[config.mk]
export PLATFORM = sky130hd
export DESIGN_NAME = cpu85_top
export DESIGN_NICKNAME = d
export VERILOG_FILES = /design/src/hdl/bus_pkg.sv /design/src/hdl/isa_pkg.sv /design/src/hdl/alu.sv /design/src/hdl/bus_cycle_ctrl.sv /design/src/hdl/cpu85_top.sv /design/src/hdl/datapath.sv /design/src/hdl/instr_decode.sv /design/src/hdl/reg_file.sv
export SDC_FILE = /design/constraint.sdc
export NUM_CORES = 1
export LEC_CHECK = 0
export BUFFER_PORTS_ARGS = -buffer_cell sky130_fd_sc_hd__clkbuf_2
export CAP_MARGIN = 5
export CORE_MARGIN = 2
export CORE_UTILIZATION = 55
export DETAILED_ROUTE_END_ITERATION = 16
export GPL_TIMING_DRIVEN = 0
export PLACE_DENSITY = 0.86
export SLEW_MARGIN = 15
export SYNTH_ARGS = -nofsm -noshare
export SYNTH_HDL_FRONTEND = slang
export SYNTH_SLANG_ARGS = --single-unit
[constraint.sdc]
create_clock -name clk -period 4.3 [get_ports clk]
set_clock_uncertainty 0.05 [all_clocks]
set_input_delay 0.86 -clock clk [delete_from_list [all_inputs] [get_ports clk]]
set_output_delay 0.86 -clock clk [all_outputs]
set_load 0.02 [all_outputs]
[src/hdl/bus_pkg.sv]
`default_nettype none

package bus_pkg;

	// one-hot T-states
	typedef enum logic [6:0] {
		TR = 7'b0000001, // reset
		T1 = 7'b0000010, // address and ALE
		T2 = 7'b0000100, // strobe low
		TW = 7'b0001000, // wait on READY
		T3 = 7'b0010000, // data sampled
		T4 = 7'b0100000, // decode of fetched opcode
		TT = 7'b1000000  // halted
	} t_state_t;

	typedef enum logic [1:0] {OF, MR, MW, BI} cycle_kind_t;

	typedef struct packed {
		logic iom;
		logic s1;
		logic s0;
	} bus_stat_t;

	localparam bus_stat_t STAT_OF   = 3'b011;
	localparam bus_stat_t STAT_MR   = 3'b010;
	localparam bus_stat_t STAT_MW   = 3'b001;
	localparam bus_stat_t STAT_HALT = 3'b000;

endpackage

`default_nettype wire

[src/hdl/isa_pkg.sv]
`default_nettype none

package isa_pkg;

	typedef logic [7:0]  byte_t;
	typedef logic [15:0] addr_t;
	typedef logic [2:0]  reg_code_t; // 8085 register field

	localparam reg_code_t REG_B = 3'd0;
	localparam reg_code_t REG_C = 3'd1;
	localparam reg_code_t REG_D = 3'd2;
	localparam reg_code_t REG_E = 3'd3;
	localparam reg_code_t REG_H = 3'd4;
	localparam reg_code_t REG_L = 3'd5;
	localparam reg_code_t REG_M = 3'd6; // memory at HL
	localparam reg_code_t REG_A = 3'd7;

	typedef enum logic [2:0] {ADD, ADC, SUB, SBB, ANA, XRA, ORA, CMP} alu_op_t;

	typedef enum logic [3:0] {
		NOP, MOV_RR, MOV_RM, MOV_MR, MVI, ALU_R, ALU_M, ALU_I, HLT, ILLEGAL
	} instr_class_t;

	typedef struct packed {
		instr_class_t cls;
		alu_op_t      op;
		reg_code_t    dst;
		reg_code_t    src;
	} ctrl_word_t;

	localparam byte_t OPC_HLT = 8'h76;
	localparam byte_t OPC_NOP = 8'h00;
	localparam logic [2:0] LOW_IMM = 3'b110; // low field of MVI and ALU immediates

	// top two opcode bits
	localparam logic [1:0] GRP_TXA = 2'b00; // transfer and arithmetic
	localparam logic [1:0] GRP_MOV = 2'b01; // register moves and halt
	localparam logic [1:0] GRP_ALU = 2'b10; // alu on register or M
	localparam logic [1:0] GRP_SIC = 2'b11; // stack, i/o, control, immediates

endpackage

`default_nettype wire

[src/hdl/alu.sv]
`default_nettype none

module alu (
	input  isa_pkg::alu_op_t i_op,
	input  isa_pkg::byte_t   i_a,
	input  isa_pkg::byte_t   i_b,
	input  logic             i_cy,
	output isa_pkg::byte_t   o_res,
	output logic             o_cy
);
	import isa_pkg::*;

	logic       cin; // carry only for ADC and SBB
	logic [8:0] wide;

	assign cin = i_cy && (i_op == ADC || i_op == SBB);

	always_comb begin
		wide  = 9'd0;
		o_res = 8'h00;
		o_cy  = 1'b0; // logic ops clear carry
		case (i_op)
			ADD, ADC: begin
				wide  = {1'b0, i_a} + {1'b0, i_b} + {8'd0, cin};
				o_res = wide[7:0];
				o_cy  = wide[8];
			end
			SUB, SBB, CMP: begin
				wide  = {1'b0, i_a} - {1'b0, i_b} - {8'd0, cin};
				o_res = wide[7:0];
				o_cy  = wide[8]; // borrow
			end
			ANA: o_res = i_a & i_b;
			XRA: o_res = i_a ^ i_b;
			ORA: o_res = i_a | i_b;
			default: o_res = i_a;
		endcase
	end

endmodule

`default_nettype wire

[src/hdl/bus_cycle_ctrl.sv]
`default_nettype none

module bus_cycle_ctrl (
	input  logic                 clk,
	input  logic                 rst,
	input  logic                 i_ready,
	input  logic                 i_second,
	input  bus_pkg::cycle_kind_t i_second_kind,
	input  logic                 i_halt,
	output bus_pkg::t_state_t    o_state,
	output bus_pkg::cycle_kind_t o_kind,
	output bus_pkg::bus_stat_t   o_stat,
	output logic                 o_ale,
	output logic                 o_rd_n,
	output logic                 o_wr_n,
	output logic                 o_ir_load,
	output logic                 o_exec
);
	import bus_pkg::*;

	t_state_t    state_q;
	t_state_t    state_d;
	cycle_kind_t kind_q;
	cycle_kind_t kind_d;
	logic        pend_q; // second machine cycle in flight
	logic        pend_d;
	logic        strobe; // T2 through T3

	//----------------------------------------------------------------------
	// next state
	//----------------------------------------------------------------------
	always_comb begin
		state_d = state_q;
		kind_d  = kind_q;
		pend_d  = pend_q;
		case (state_q)
			TR: begin
				state_d = T1;
				kind_d  = OF;
			end
			T1: state_d = T2;
			T2: state_d = i_ready ? T3 : TW;
			TW: state_d = i_ready ? T3 : TW;
			T3: begin
				if (pend_q) begin // instruction done, next fetch
					state_d = T1;
					kind_d  = OF;
					pend_d  = 1'b0;
				end else begin
					state_d = T4;
				end
			end
			T4: begin
				state_d = T1;
				kind_d  = OF;
				if (i_halt) begin
					state_d = TT;
					kind_d  = BI;
				end else if (i_second) begin
					kind_d = i_second_kind;
					pend_d = 1'b1;
				end
			end
			TT: state_d = TT; // only reset leaves halt
			default: state_d = TR;
		endcase
	end

	always_ff @(posedge clk or posedge rst) begin
		if (rst) begin
			state_q <= TR;
			kind_q  <= OF;
			pend_q  <= 1'b0;
		end else begin
			state_q <= state_d;
			kind_q  <= kind_d;
			pend_q  <= pend_d;
		end
	end

	//----------------------------------------------------------------------
	// pins
	//----------------------------------------------------------------------
	assign strobe = (state_q == T2) || (state_q == TW) || (state_q == T3);
	assign o_ale  = (state_q == T1);
	assign o_rd_n = !(strobe && (kind_q == OF || kind_q == MR));
	assign o_wr_n = !(strobe && kind_q == MW);

	always_comb begin
		case (kind_q)
			OF: o_stat = STAT_OF;
			MR: o_stat = STAT_MR;
			MW: o_stat = STAT_MW;
			default: o_stat = STAT_HALT;
		endcase
	end

	assign o_ir_load = (state_q == T3) && (kind_q == OF);
	assign o_exec    = ((state_q == T4) && !i_second) || ((state_q == T3) && pend_q);
	assign o_state   = state_q;
	assign o_kind    = kind_q;

	a_strobe_excl: assert property (@(posedge clk) disable iff (rst)
		!(!o_rd_n && !o_wr_n));

	// ALE is a single T1 clock and the strobe state follows
	a_ale_t1: assert property (@(posedge clk) disable iff (rst)
		o_ale |=> !o_ale && state_q == T2);

	a_tw_entry: assert property (@(posedge clk) disable iff (rst)
		state_q == TW |-> ($past(state_q) == T2 || $past(state_q) == TW));

endmodule

`default_nettype wire

[src/hdl/cpu85_top.sv]
`default_nettype none

module cpu85_top (
	input  logic               clk,
	input  logic               rst,
	input  logic               i_ready,
	input  isa_pkg::byte_t     i_din,
	output isa_pkg::addr_t     o_addr,
	output isa_pkg::byte_t     o_dout,
	output bus_pkg::bus_stat_t o_stat,
	output logic               o_ale,
	output logic               o_rd_n,
	output logic               o_wr_n
);
	import isa_pkg::*;
	import bus_pkg::*;

	t_state_t    state;
	cycle_kind_t kind;
	cycle_kind_t second_kind;
	ctrl_word_t  ctrl;
	byte_t       ir;
	logic        ir_load;
	logic        exec;
	logic        second;
	logic        halt;

	bus_cycle_ctrl u_bus (
		.clk          (clk),
		.rst          (rst),
		.i_ready      (i_ready),
		.i_second     (second),
		.i_second_kind(second_kind),
		.i_halt       (halt),
		.o_state      (state),
		.o_kind       (kind),
		.o_stat       (o_stat),
		.o_ale        (o_ale),
		.o_rd_n       (o_rd_n),
		.o_wr_n       (o_wr_n),
		.o_ir_load    (ir_load),
		.o_exec       (exec)
	);

	instr_decode u_dec (
		.i_ir         (ir),
		.o_ctrl       (ctrl),
		.o_second     (second),
		.o_second_kind(second_kind),
		.o_halt       (halt)
	);

	datapath u_dp (
		.clk      (clk),
		.rst      (rst),
		.i_state  (state),
		.i_kind   (kind),
		.i_ir_load(ir_load),
		.i_exec   (exec),
		.i_ctrl   (ctrl),
		.i_din    (i_din),
		.o_ir     (ir),
		.o_addr   (o_addr),
		.o_dout   (o_dout)
	);

endmodule

`default_nettype wire

[src/hdl/datapath.sv]
`default_nettype none

module datapath (
	input  logic                 clk,
	input  logic                 rst,
	input  bus_pkg::t_state_t    i_state,
	input  bus_pkg::cycle_kind_t i_kind,
	input  logic                 i_ir_load,
	input  logic                 i_exec,
	input  isa_pkg::ctrl_word_t  i_ctrl,
	input  isa_pkg::byte_t       i_din,
	output isa_pkg::byte_t       o_ir,
	output isa_pkg::addr_t       o_addr,
	output isa_pkg::byte_t       o_dout
);
	import isa_pkg::*;
	import bus_pkg::*;

	addr_t pc_q;
	addr_t addr_q; // address latch after T1
	addr_t addr_sel;
	addr_t hl;
	byte_t ir_q;
	byte_t tmp_q; // data latch for both directions
	byte_t rdata;
	byte_t acc;
	byte_t alu_b;
	byte_t alu_res;
	byte_t wdata;
	logic  cy;
	logic  alu_cy;
	logic  imm; // second cycle reads the byte after the opcode
	logic  is_alu;
	logic  pc_inc;
	logic  we;
	logic  cy_we;

	assign imm      = (i_ctrl.cls == MVI) || (i_ctrl.cls == ALU_I);
	assign is_alu   = i_ctrl.cls inside {ALU_R, ALU_M, ALU_I};
	assign pc_inc   = (i_state == T2) && (i_kind == OF || (i_kind == MR && imm));
	assign addr_sel = (i_kind == OF || imm) ? pc_q : hl;
	assign o_addr   = (i_state == T1) ? addr_sel : addr_q;

	always_ff @(posedge clk or posedge rst) begin
		if (rst)
			pc_q <= 16'h0000;
		else if (pc_inc)
			pc_q <= pc_q + 16'd1;
	end

	always_ff @(posedge clk) begin
		if (i_state == T1)
			addr_q <= addr_sel;
		if (i_ir_load)
			ir_q <= i_din;
		if (i_state == T1 && i_kind == MW)
			tmp_q <= rdata; // MOV M,r source
		else if (i_state == T3 && i_kind == MR)
			tmp_q <= i_din;
	end

	// write-back
	assign alu_b = (i_ctrl.cls == ALU_R) ? rdata : i_din;
	assign wdata = is_alu ? alu_res : ((i_ctrl.cls == MOV_RR) ? rdata : i_din);
	assign we    = i_exec && ((is_alu && i_ctrl.op != CMP) ||
		i_ctrl.cls inside {MOV_RR, MOV_RM, MVI});
	assign cy_we = i_exec && is_alu;

	reg_file u_regs (
		.clk    (clk),
		.rst    (rst),
		.i_we   (we),
		.i_wsel (i_ctrl.dst),
		.i_wdata(wdata),
		.i_cy_we(cy_we),
		.i_cy   (alu_cy),
		.i_rsel (i_ctrl.src),
		.o_rdata(rdata),
		.o_acc  (acc),
		.o_hl   (hl),
		.o_cy   (cy)
	);

	alu u_alu (
		.i_op (i_ctrl.op),
		.i_a  (acc),
		.i_b  (alu_b),
		.i_cy (cy),
		.o_res(alu_res),
		.o_cy (alu_cy)
	);

	assign o_ir   = ir_q;
	assign o_dout = tmp_q;

	a_exec_legal: assert property (@(posedge clk) disable iff (rst)
		i_exec |-> i_ctrl.cls != ILLEGAL);

endmodule

`default_nettype wire

[src/hdl/instr_decode.sv]
`default_nettype none

module instr_decode (
	input  isa_pkg::byte_t       i_ir,
	output isa_pkg::ctrl_word_t  o_ctrl,
	output logic                 o_second,
	output bus_pkg::cycle_kind_t o_second_kind,
	output logic                 o_halt
);
	import isa_pkg::*;
	import bus_pkg::*;

	logic [1:0] grp; // opcode group
	reg_code_t  mid; // ddd or alu op
	reg_code_t  low; // sss

	assign grp = i_ir[7:6];
	assign mid = i_ir[5:3];
	assign low = i_ir[2:0];

	always_comb begin
		o_ctrl.cls = ILLEGAL;
		o_ctrl.op  = ADD;
		o_ctrl.dst = mid;
		o_ctrl.src = low;
		case (grp)
			GRP_TXA: begin
				if (i_ir == OPC_NOP)
					o_ctrl.cls = NOP;
				else if (low == LOW_IMM && mid != REG_M) // no MVI M
					o_ctrl.cls = MVI;
			end
			GRP_MOV: begin
				if (i_ir == OPC_HLT)
					o_ctrl.cls = HLT;
				else if (mid == REG_M)
					o_ctrl.cls = MOV_MR;
				else if (low == REG_M)
					o_ctrl.cls = MOV_RM;
				else
					o_ctrl.cls = MOV_RR;
			end
			GRP_ALU: begin
				if (low == REG_M)
					o_ctrl.cls = ALU_M;
				else
					o_ctrl.cls = ALU_R;
				o_ctrl.op  = alu_op_t'(mid);
				o_ctrl.dst = REG_A;
			end
			default: begin
				if (low == LOW_IMM) begin // ADI .. CPI
					o_ctrl.cls = ALU_I;
					o_ctrl.op  = alu_op_t'(mid);
					o_ctrl.dst = REG_A;
				end
			end
		endcase
	end

	// second machine cycle plan
	always_comb begin
		o_second      = 1'b0;
		o_second_kind = MR;
		case (o_ctrl.cls)
			MOV_RM, MVI, ALU_M, ALU_I: o_second = 1'b1;
			MOV_MR: begin
				o_second      = 1'b1;
				o_second_kind = MW;
			end
			default: o_second = 1'b0;
		endcase
	end

	assign o_halt = (o_ctrl.cls == HLT);

endmodule

`default_nettype wire

[src/hdl/reg_file.sv]
`default_nettype none

module reg_file (
	input  logic               clk,
	input  logic               rst,
	input  logic               i_we,
	input  isa_pkg::reg_code_t i_wsel,
	input  isa_pkg::byte_t     i_wdata,
	input  logic               i_cy_we,
	input  logic               i_cy,
	input  isa_pkg::reg_code_t i_rsel,
	output isa_pkg::byte_t     o_rdata,
	output isa_pkg::byte_t     o_acc,
	output isa_pkg::addr_t     o_hl,
	output logic               o_cy
);
	import isa_pkg::*;

	byte_t r_b;
	byte_t r_c;
	byte_t r_d;
	byte_t r_e;
	byte_t r_h;
	byte_t r_l;
	byte_t r_a;
	logic  cy_q;

	always_ff @(posedge clk) begin
		if (i_we) begin
			case (i_wsel)
				REG_B: r_b <= i_wdata;
				REG_C: r_c <= i_wdata;
				REG_D: r_d <= i_wdata;
				REG_E: r_e <= i_wdata;
				REG_H: r_h <= i_wdata;
				REG_L: r_l <= i_wdata;
				REG_A: r_a <= i_wdata;
				default: ; // M lives on the bus
			endcase
		end
	end

	always_ff @(posedge clk or posedge rst) begin
		if (rst)
			cy_q <= 1'b0;
		else if (i_cy_we)
			cy_q <= i_cy;
	end

	always_comb begin
		case (i_rsel)
			REG_B: o_rdata = r_b;
			REG_C: o_rdata = r_c;
			REG_D: o_rdata = r_d;
			REG_E: o_rdata = r_e;
			REG_H: o_rdata = r_h;
			REG_L: o_rdata = r_l;
			REG_A: o_rdata = r_a;
			default: o_rdata = 8'h00;
		endcase
	end

	assign o_acc = r_a;
	assign o_hl  = {r_h, r_l}; // memory pointer
	assign o_cy  = cy_q;

endmodule

`default_nettype wire

* After elaboration in Yosys (flattened, before gate mapping)
Index checks and enable logic that the tools add are counted.
** Cells by class
- Muxes and demuxes :: 33
- Eq/ne operators :: 46
- Reductions and logical operators :: 51
- $add $sub $neg :: 5
- Bitwise gates (word level) :: 3
** Operator list (number)
- $pmux 8 s7 :: 1
- $pmux 7 s6 :: 1
- $mux 8 :: 5
- $pmux 8 s5 :: 1
- $eq 3x3->1 const B :: 12
- $mux 16 :: 2
- $eq 3x2->1 const B :: 6
- $add 16x1->16 const B :: 1
- $eq 4x3->1 const B :: 4
- $mux 4 :: 4
- $reduce_and 2->1 :: 8
- $logic_and 1x1->1 :: 14
- $mux 2 :: 6
- $pmux 2 s3 :: 2
- $pmux 4 s3 :: 1
- $pmux 6 s2 :: 1
- $mux 10 :: 1
- $add 8x8->9 :: 1
- $add 9x1->9 :: 1
- $eq 3x1->1 const B :: 3
- $logic_not 3->1 :: 3
- $logic_or 1x1->1 :: 9
- $reduce_bool 3->1 :: 3
- $sub 8x8->9 :: 1
- other kinds (33) :: 47
** Storage, ports and cells
- Register bits :: 115
- Word-level logic and storage cells :: 153

* Logic depth before layout (Yosys ltp)
- Depth in word-level cells :: 13
- Gate-level depth with buffers :: 17
- Gate-level depth less buffers :: 15

* Hierarchy
Synthesis repeated with hierarchy kept, for this count alone.
** Second synthesis, totals
- Cells, all modules :: 629
- Area, all modules :: 6950.4 µm²
** Modules (own cells, without submodules)
- datapath :: seq. area each 1201.2 µm², cells an instance 225, times used 1, area each 2504.9 µm²
- reg_file :: seq. area each 1706.6 µm², cells an instance 121, times used 1, area each 2255.9 µm²
- alu :: seq. area each 0.0 µm², cells an instance 187, times used 1, area each 1345.0 µm²
- bus_cycle_ctrl :: seq. area each 251.5 µm², cells an instance 63, times used 1, area each 621.8 µm²
- instr_decode :: seq. area each 0.0 µm², cells an instance 33, times used 1, area each 222.7 µm²

* Worst setup path before layout
Ideal clock, no wire load.
- Path type :: flip-flop to flip-flop
- Start :: register u_dp.ir_q[0], in the netlist u_dp.o_ir[0]
- End :: register u_dp.u_regs.r_a[6], in the netlist u_dp.u_regs.o_acc[6] (data pin)
- Path slack :: 0.051 ns
- Cell stages (with the launch flop) :: 17
- Path buffers :: 3
- Arrival :: 3.903 ns
- Setup time :: 0.296 ns
- Cells stage by stage :: edfxtp_1 -> buf_2 -> and3b_1 -> clkbuf_1 -> nor2_1 -> nand2_1 -> buf_1 -> mux2i_1 -> inv_1 -> fa_1 -> fa_1 -> a21bo_2 -> a211oi_1 -> xor2_1 -> a22o_1 -> o21ai_0 -> o22ai_1
** Between the ends
- Word-level cells in the longest chain between the ends :: 11
** Ends and longest elaborated chain
- start: declaration :: RTL line datapath.sv:23 : byte_t ir_q;
- start signal: assignment :: RTL line datapath.sv:55 : ir_q <= i_din;
- $eq 3x3->1
- $mux 2 or $logic_and 1x1->1 (tied branches) :: RTL line instr_decode.sv:38, instr_decode.sv:44, instr_decode.sv:30
- $mux 4, on equally long branches :: RTL line instr_decode.sv:36, instr_decode.sv:30
- $mux 4, on equally long branches :: RTL line instr_decode.sv:34, instr_decode.sv:28
- $pmux 4 s3 :: RTL line instr_decode.sv:26 : case (grp)
- $eq 4x3->1 :: RTL line datapath.sv:39, datapath.sv:63
- $mux 8 :: RTL line datapath.sv:63 : assign alu_b = (i_ctrl.cls == ALU_R) ? rdata : i_din;
- $sub 8x8->9 or $add 8x8->9 (tied branches) :: RTL line alu.sv:29, alu.sv:24
- $sub 9x1->9 or $add 9x1->9 (tied branches) :: RTL line alu.sv:29, alu.sv:24
- $pmux 8 s5 :: RTL line alu.sv:22 : case (i_op)
- $mux 8 * :: RTL line datapath.sv:64 : assign wdata = is_alu ? alu_res : ((i_ctrl.cls == MOV_RR) ? rdata : i_din);
- net u_dp.u_regs.i_wdata[6] :: RTL line reg_file.sv:8 : input isa_pkg::byte_t i_wdata,
- end signal: assignment :: RTL line reg_file.sv:37 : REG_A: r_a <= i_wdata;
- end: declaration :: RTL line reg_file.sv:25 : byte_t r_a;
Mark *: on every way through the listed nets, which the timed path passes. The rest lies on a longest branch.
A chain may end at the register's enable or synchronous reset.

* Worst setup path after layout
- Start :: register u_dp.ir_q[0], in the netlist u_dp.o_ir[0]
- End :: register u_dp.u_regs.r_a[7], in the netlist u_dp.u_regs.o_acc[7] (data pin)
Same word-level chain as after synthesis.

==> impl_metrics.toml <==
[run_status]
outcome = "finished, final reports clean"

[synth]
avgSynthCellArea_sq_um = 10.63
synth-edff-count = 72
yosys_warnings = 0
syn_nets = 650
netlist_instances = 604
ys_seq_elements = 115
synthTopCellsByArea = "edfxtp_1 34%, dfrtp_1 10%, ha_1 6.0%"
synthArstFlopShare_pct = 23.48
yosys_most_used_dff = "edfxtp_1"
syn_area_sq_um = 6421
synth_cell_types = 64
synth-seq-area-share_pct = 49.20
synth.top_cell.area_share_pct = 33.67
yosys.area.top_type = "edfxtp_1"

[cells_and_area]
fin_cells = 819
drive_gt1_share_pct = 19.82
syn_to_final_growth_pct = 16.95
final_common_cell = "edfxtp_1"
final_nets = 709
final_util_pct = 65.77
final_cell_mix = "72 x edfxtp_1, 50 x nand2_1, 43 x inv_1"
diodes = 0

[worst_hold_path]
hp-class = "flop to flop"
holdPathEnd = "u_dp.addr_q[14]"
hold_depth = 2
hold_path_startpoint = "u_dp.addr_q[14]"

[setup_path]
critPathCaptureType = "flop"
reg2reg_slack_ns = 0.17
path_max_fanout = 9
rr_startpoint = "u_dp.o_ir[0]"
worstSetupPathType = "flop to flop"
critPathLaunchType = "flop"
worstReg2RegEnd = "u_dp.u_regs.o_acc[7]"
ff2ff_path_depth = 14
arrival_ns = 4.21
crit_required_ns = 4.39

[clocking]
cts.clk_slew.worst_paths_ns = 0.06
worstSkewPairLatency_ns = 0.42
cts_max_level = 4
holdBufCountCts = 0
cts.sinks = 115
clockRootBuffer = "clkbuf_16"
cts_tree = "built"
cts_made_buffers = 17
cts_buffer_depth = 2

[floorplan]
die_area_sq_um = 12560
start_util_pct = 56.23
core_area_sq_um = 11420
die_w_um = 112.1
ioPinCount = 41
die_h_um = 112.1
row_count = 39

[power_and_ir_drop]
seqPwrFrac_pct = 41.6
vdd_drop_max_v = 0.0003679
combPwrFrac_pct = 14.9
intPower_mw = 2.154
p_switching_mw = 0.8986
p_leak_nw = 3.032
power_density_nw_per_um2 = 406.5
clkPwrFrac_pct = 43.5
swShare_pct = 29.44

[sta]
tns_ns = 0
finalSetupViolCount = 0
fin_crit_sh_pct = 95.95
tightest_slew_ns = 1.045
rsz0062_at_grt = "no"
holdWs_ns = 0.4217
finalHoldViolCount = 0
min_period_ns = 4.126
clock.fmax_mhz = 242.4
drv_slew = 0
relSlewSlack_pct = 29.90

[grt]
grt_max_degree = 28
track_usage_pct = 26.83
grt.overflow.total = 0
grt_first_pass_wirelength_um = 26320
grt_pass1_vias = 5233
antenna_found_initial = 0

[detailed_routing]
drtIter0Drc = 496
vias = 5150
drt-pass1-iter-count = 5
via_per_inst = 6.288
wl_per_cell_um = 20.18
drc_errors = 0
wirelength_um = 16530
ant_nets = 0

[placement]
gp_congestion = 0.9626
dp_hpwl_um = 11610
dp_cells = 786
numPortBuffers = 39

[run]
drv_cap = 0
[critical path: stages, from the launching register on]
cell and delay [ns]:
edfxtp_1 0.35, buf_6 0.17, mux4_2 0.52, o21ai_0 0.47
nor2_1 0.08, a21o_1 0.20, ha_1 0.35, inv_1 0.10
ha_1 0.30, nor3_4 0.28, o211ai_1 0.16, a31oi_1 0.22
xnor2_1 0.10, a221oi_1 0.34, a21oi_2 0.14
[what timing repair did]
action	in CTS	in global routing
setup buffers	1	1
endpoints found under the setup margin	50	42
gates resized for setup	16	23
pin swaps	0	1
[power by group through the flow]
stage	sequential, mW	clock [mW]	combinational [mW]
after floorplan	1.28	0	0.321
after global placement	1.29	0	0.414
after CTS	1.27	1.33	0.439
final	1.27	1.33	0.456
after detailed placement	1.29	0	0.433
after global routing	1.28	1.38	0.500
[metal layers]
metal  routed length (um)  GRT usage [%]  vias up
li1                     -              -     2306
met1                 6536          33.97     2504
met2                 8079          44.69      291
met3                 1435          6.803       49
met4                  477          10.57        0
met5                    0              0        -
[synth_stat cells (all sizes together), types with 14 or more instances]
master  number
dfxtp       16
inv         44
buf         14
xnor2       21
edfxtp      72
dfrtp       26
a21oi       25
ha          31
nor2        40
clkbuf      17
mux2i       28
o21ai       45
nand2       51
nand3       17
[cells by family after synthesis]
logic type               synth area share (%)
other                                 0.05840
AO/OA/AOI/OAI                           13.52
buffers and inverters                   4.677
adder cells (fa/ha/maj)                 7.288
XOR/XNOR                                4.228
flip-flops                              49.20
AND/OR/NAND/NOR                         13.33
multiplexers                            7.697
[worst max-delay path by stage]
stage                 start                   end  cells past startpoint
2_1_floorplan  u_dp.o_ir[0]  u_dp.u_regs.o_acc[6]                     16
3_3_place_gp   u_dp.o_ir[0]    u_dp.u_regs.r_h[6]                     16
3_5_place_dp   u_dp.o_ir[0]    u_dp.u_regs.r_l[6]                     16
4_1_cts        u_dp.o_ir[0]    u_dp.u_regs.r_e[6]                     15
5_1_grt        u_dp.o_ir[0]  u_dp.u_regs.o_acc[7]                     14
6_report       u_dp.o_ir[0]  u_dp.u_regs.o_acc[7]                     14
[sequential cells by signal, summed over array words and instances (netlist names)]
register           flops
u_dp.u_regs.r_l        8
u_dp.u_regs.o_acc      8
u_bus.o_kind           2
u_dp.o_dout            8
u_dp.pc_q             16
u_dp.u_regs.o_cy       1
u_bus.o_state          7
u_dp.u_regs.r_c        8
u_dp.o_ir              8
u_dp.addr_q           16
u_bus.pend_q           1
u_dp.u_regs.r_d        8
u_dp.u_regs.r_e        8
u_dp.u_regs.r_h        8
u_dp.u_regs.r_b        8
[layout make-up]
type	count	area (sq um)
fillers	813	3909
flip-flops and latches	115	3159
multi-input cells	414	3072
clock buffers	17	425.4
repair buffers	41	210.2
well taps	143	178.9
inverters	44	165.2
plain buffers	30	161.4
clock inverters	15	137.6
[per-stage QoR]
step | worst slack, ns | instance area (sq um) | total power, mW
final | 0.1742 | 7510 | 3.052
after global routing | 0.005290 | 7510 | 3.152
after CTS | 0.03002 | 7421 | 3.040
after detailed placement | -0.8877 | 6810 | 1.724
after global placement | -0.7237 | 6795 | 1.699
after floorplan | 0.05060 | 6421 | 1.600
Power figures use the tool's default switching activity.
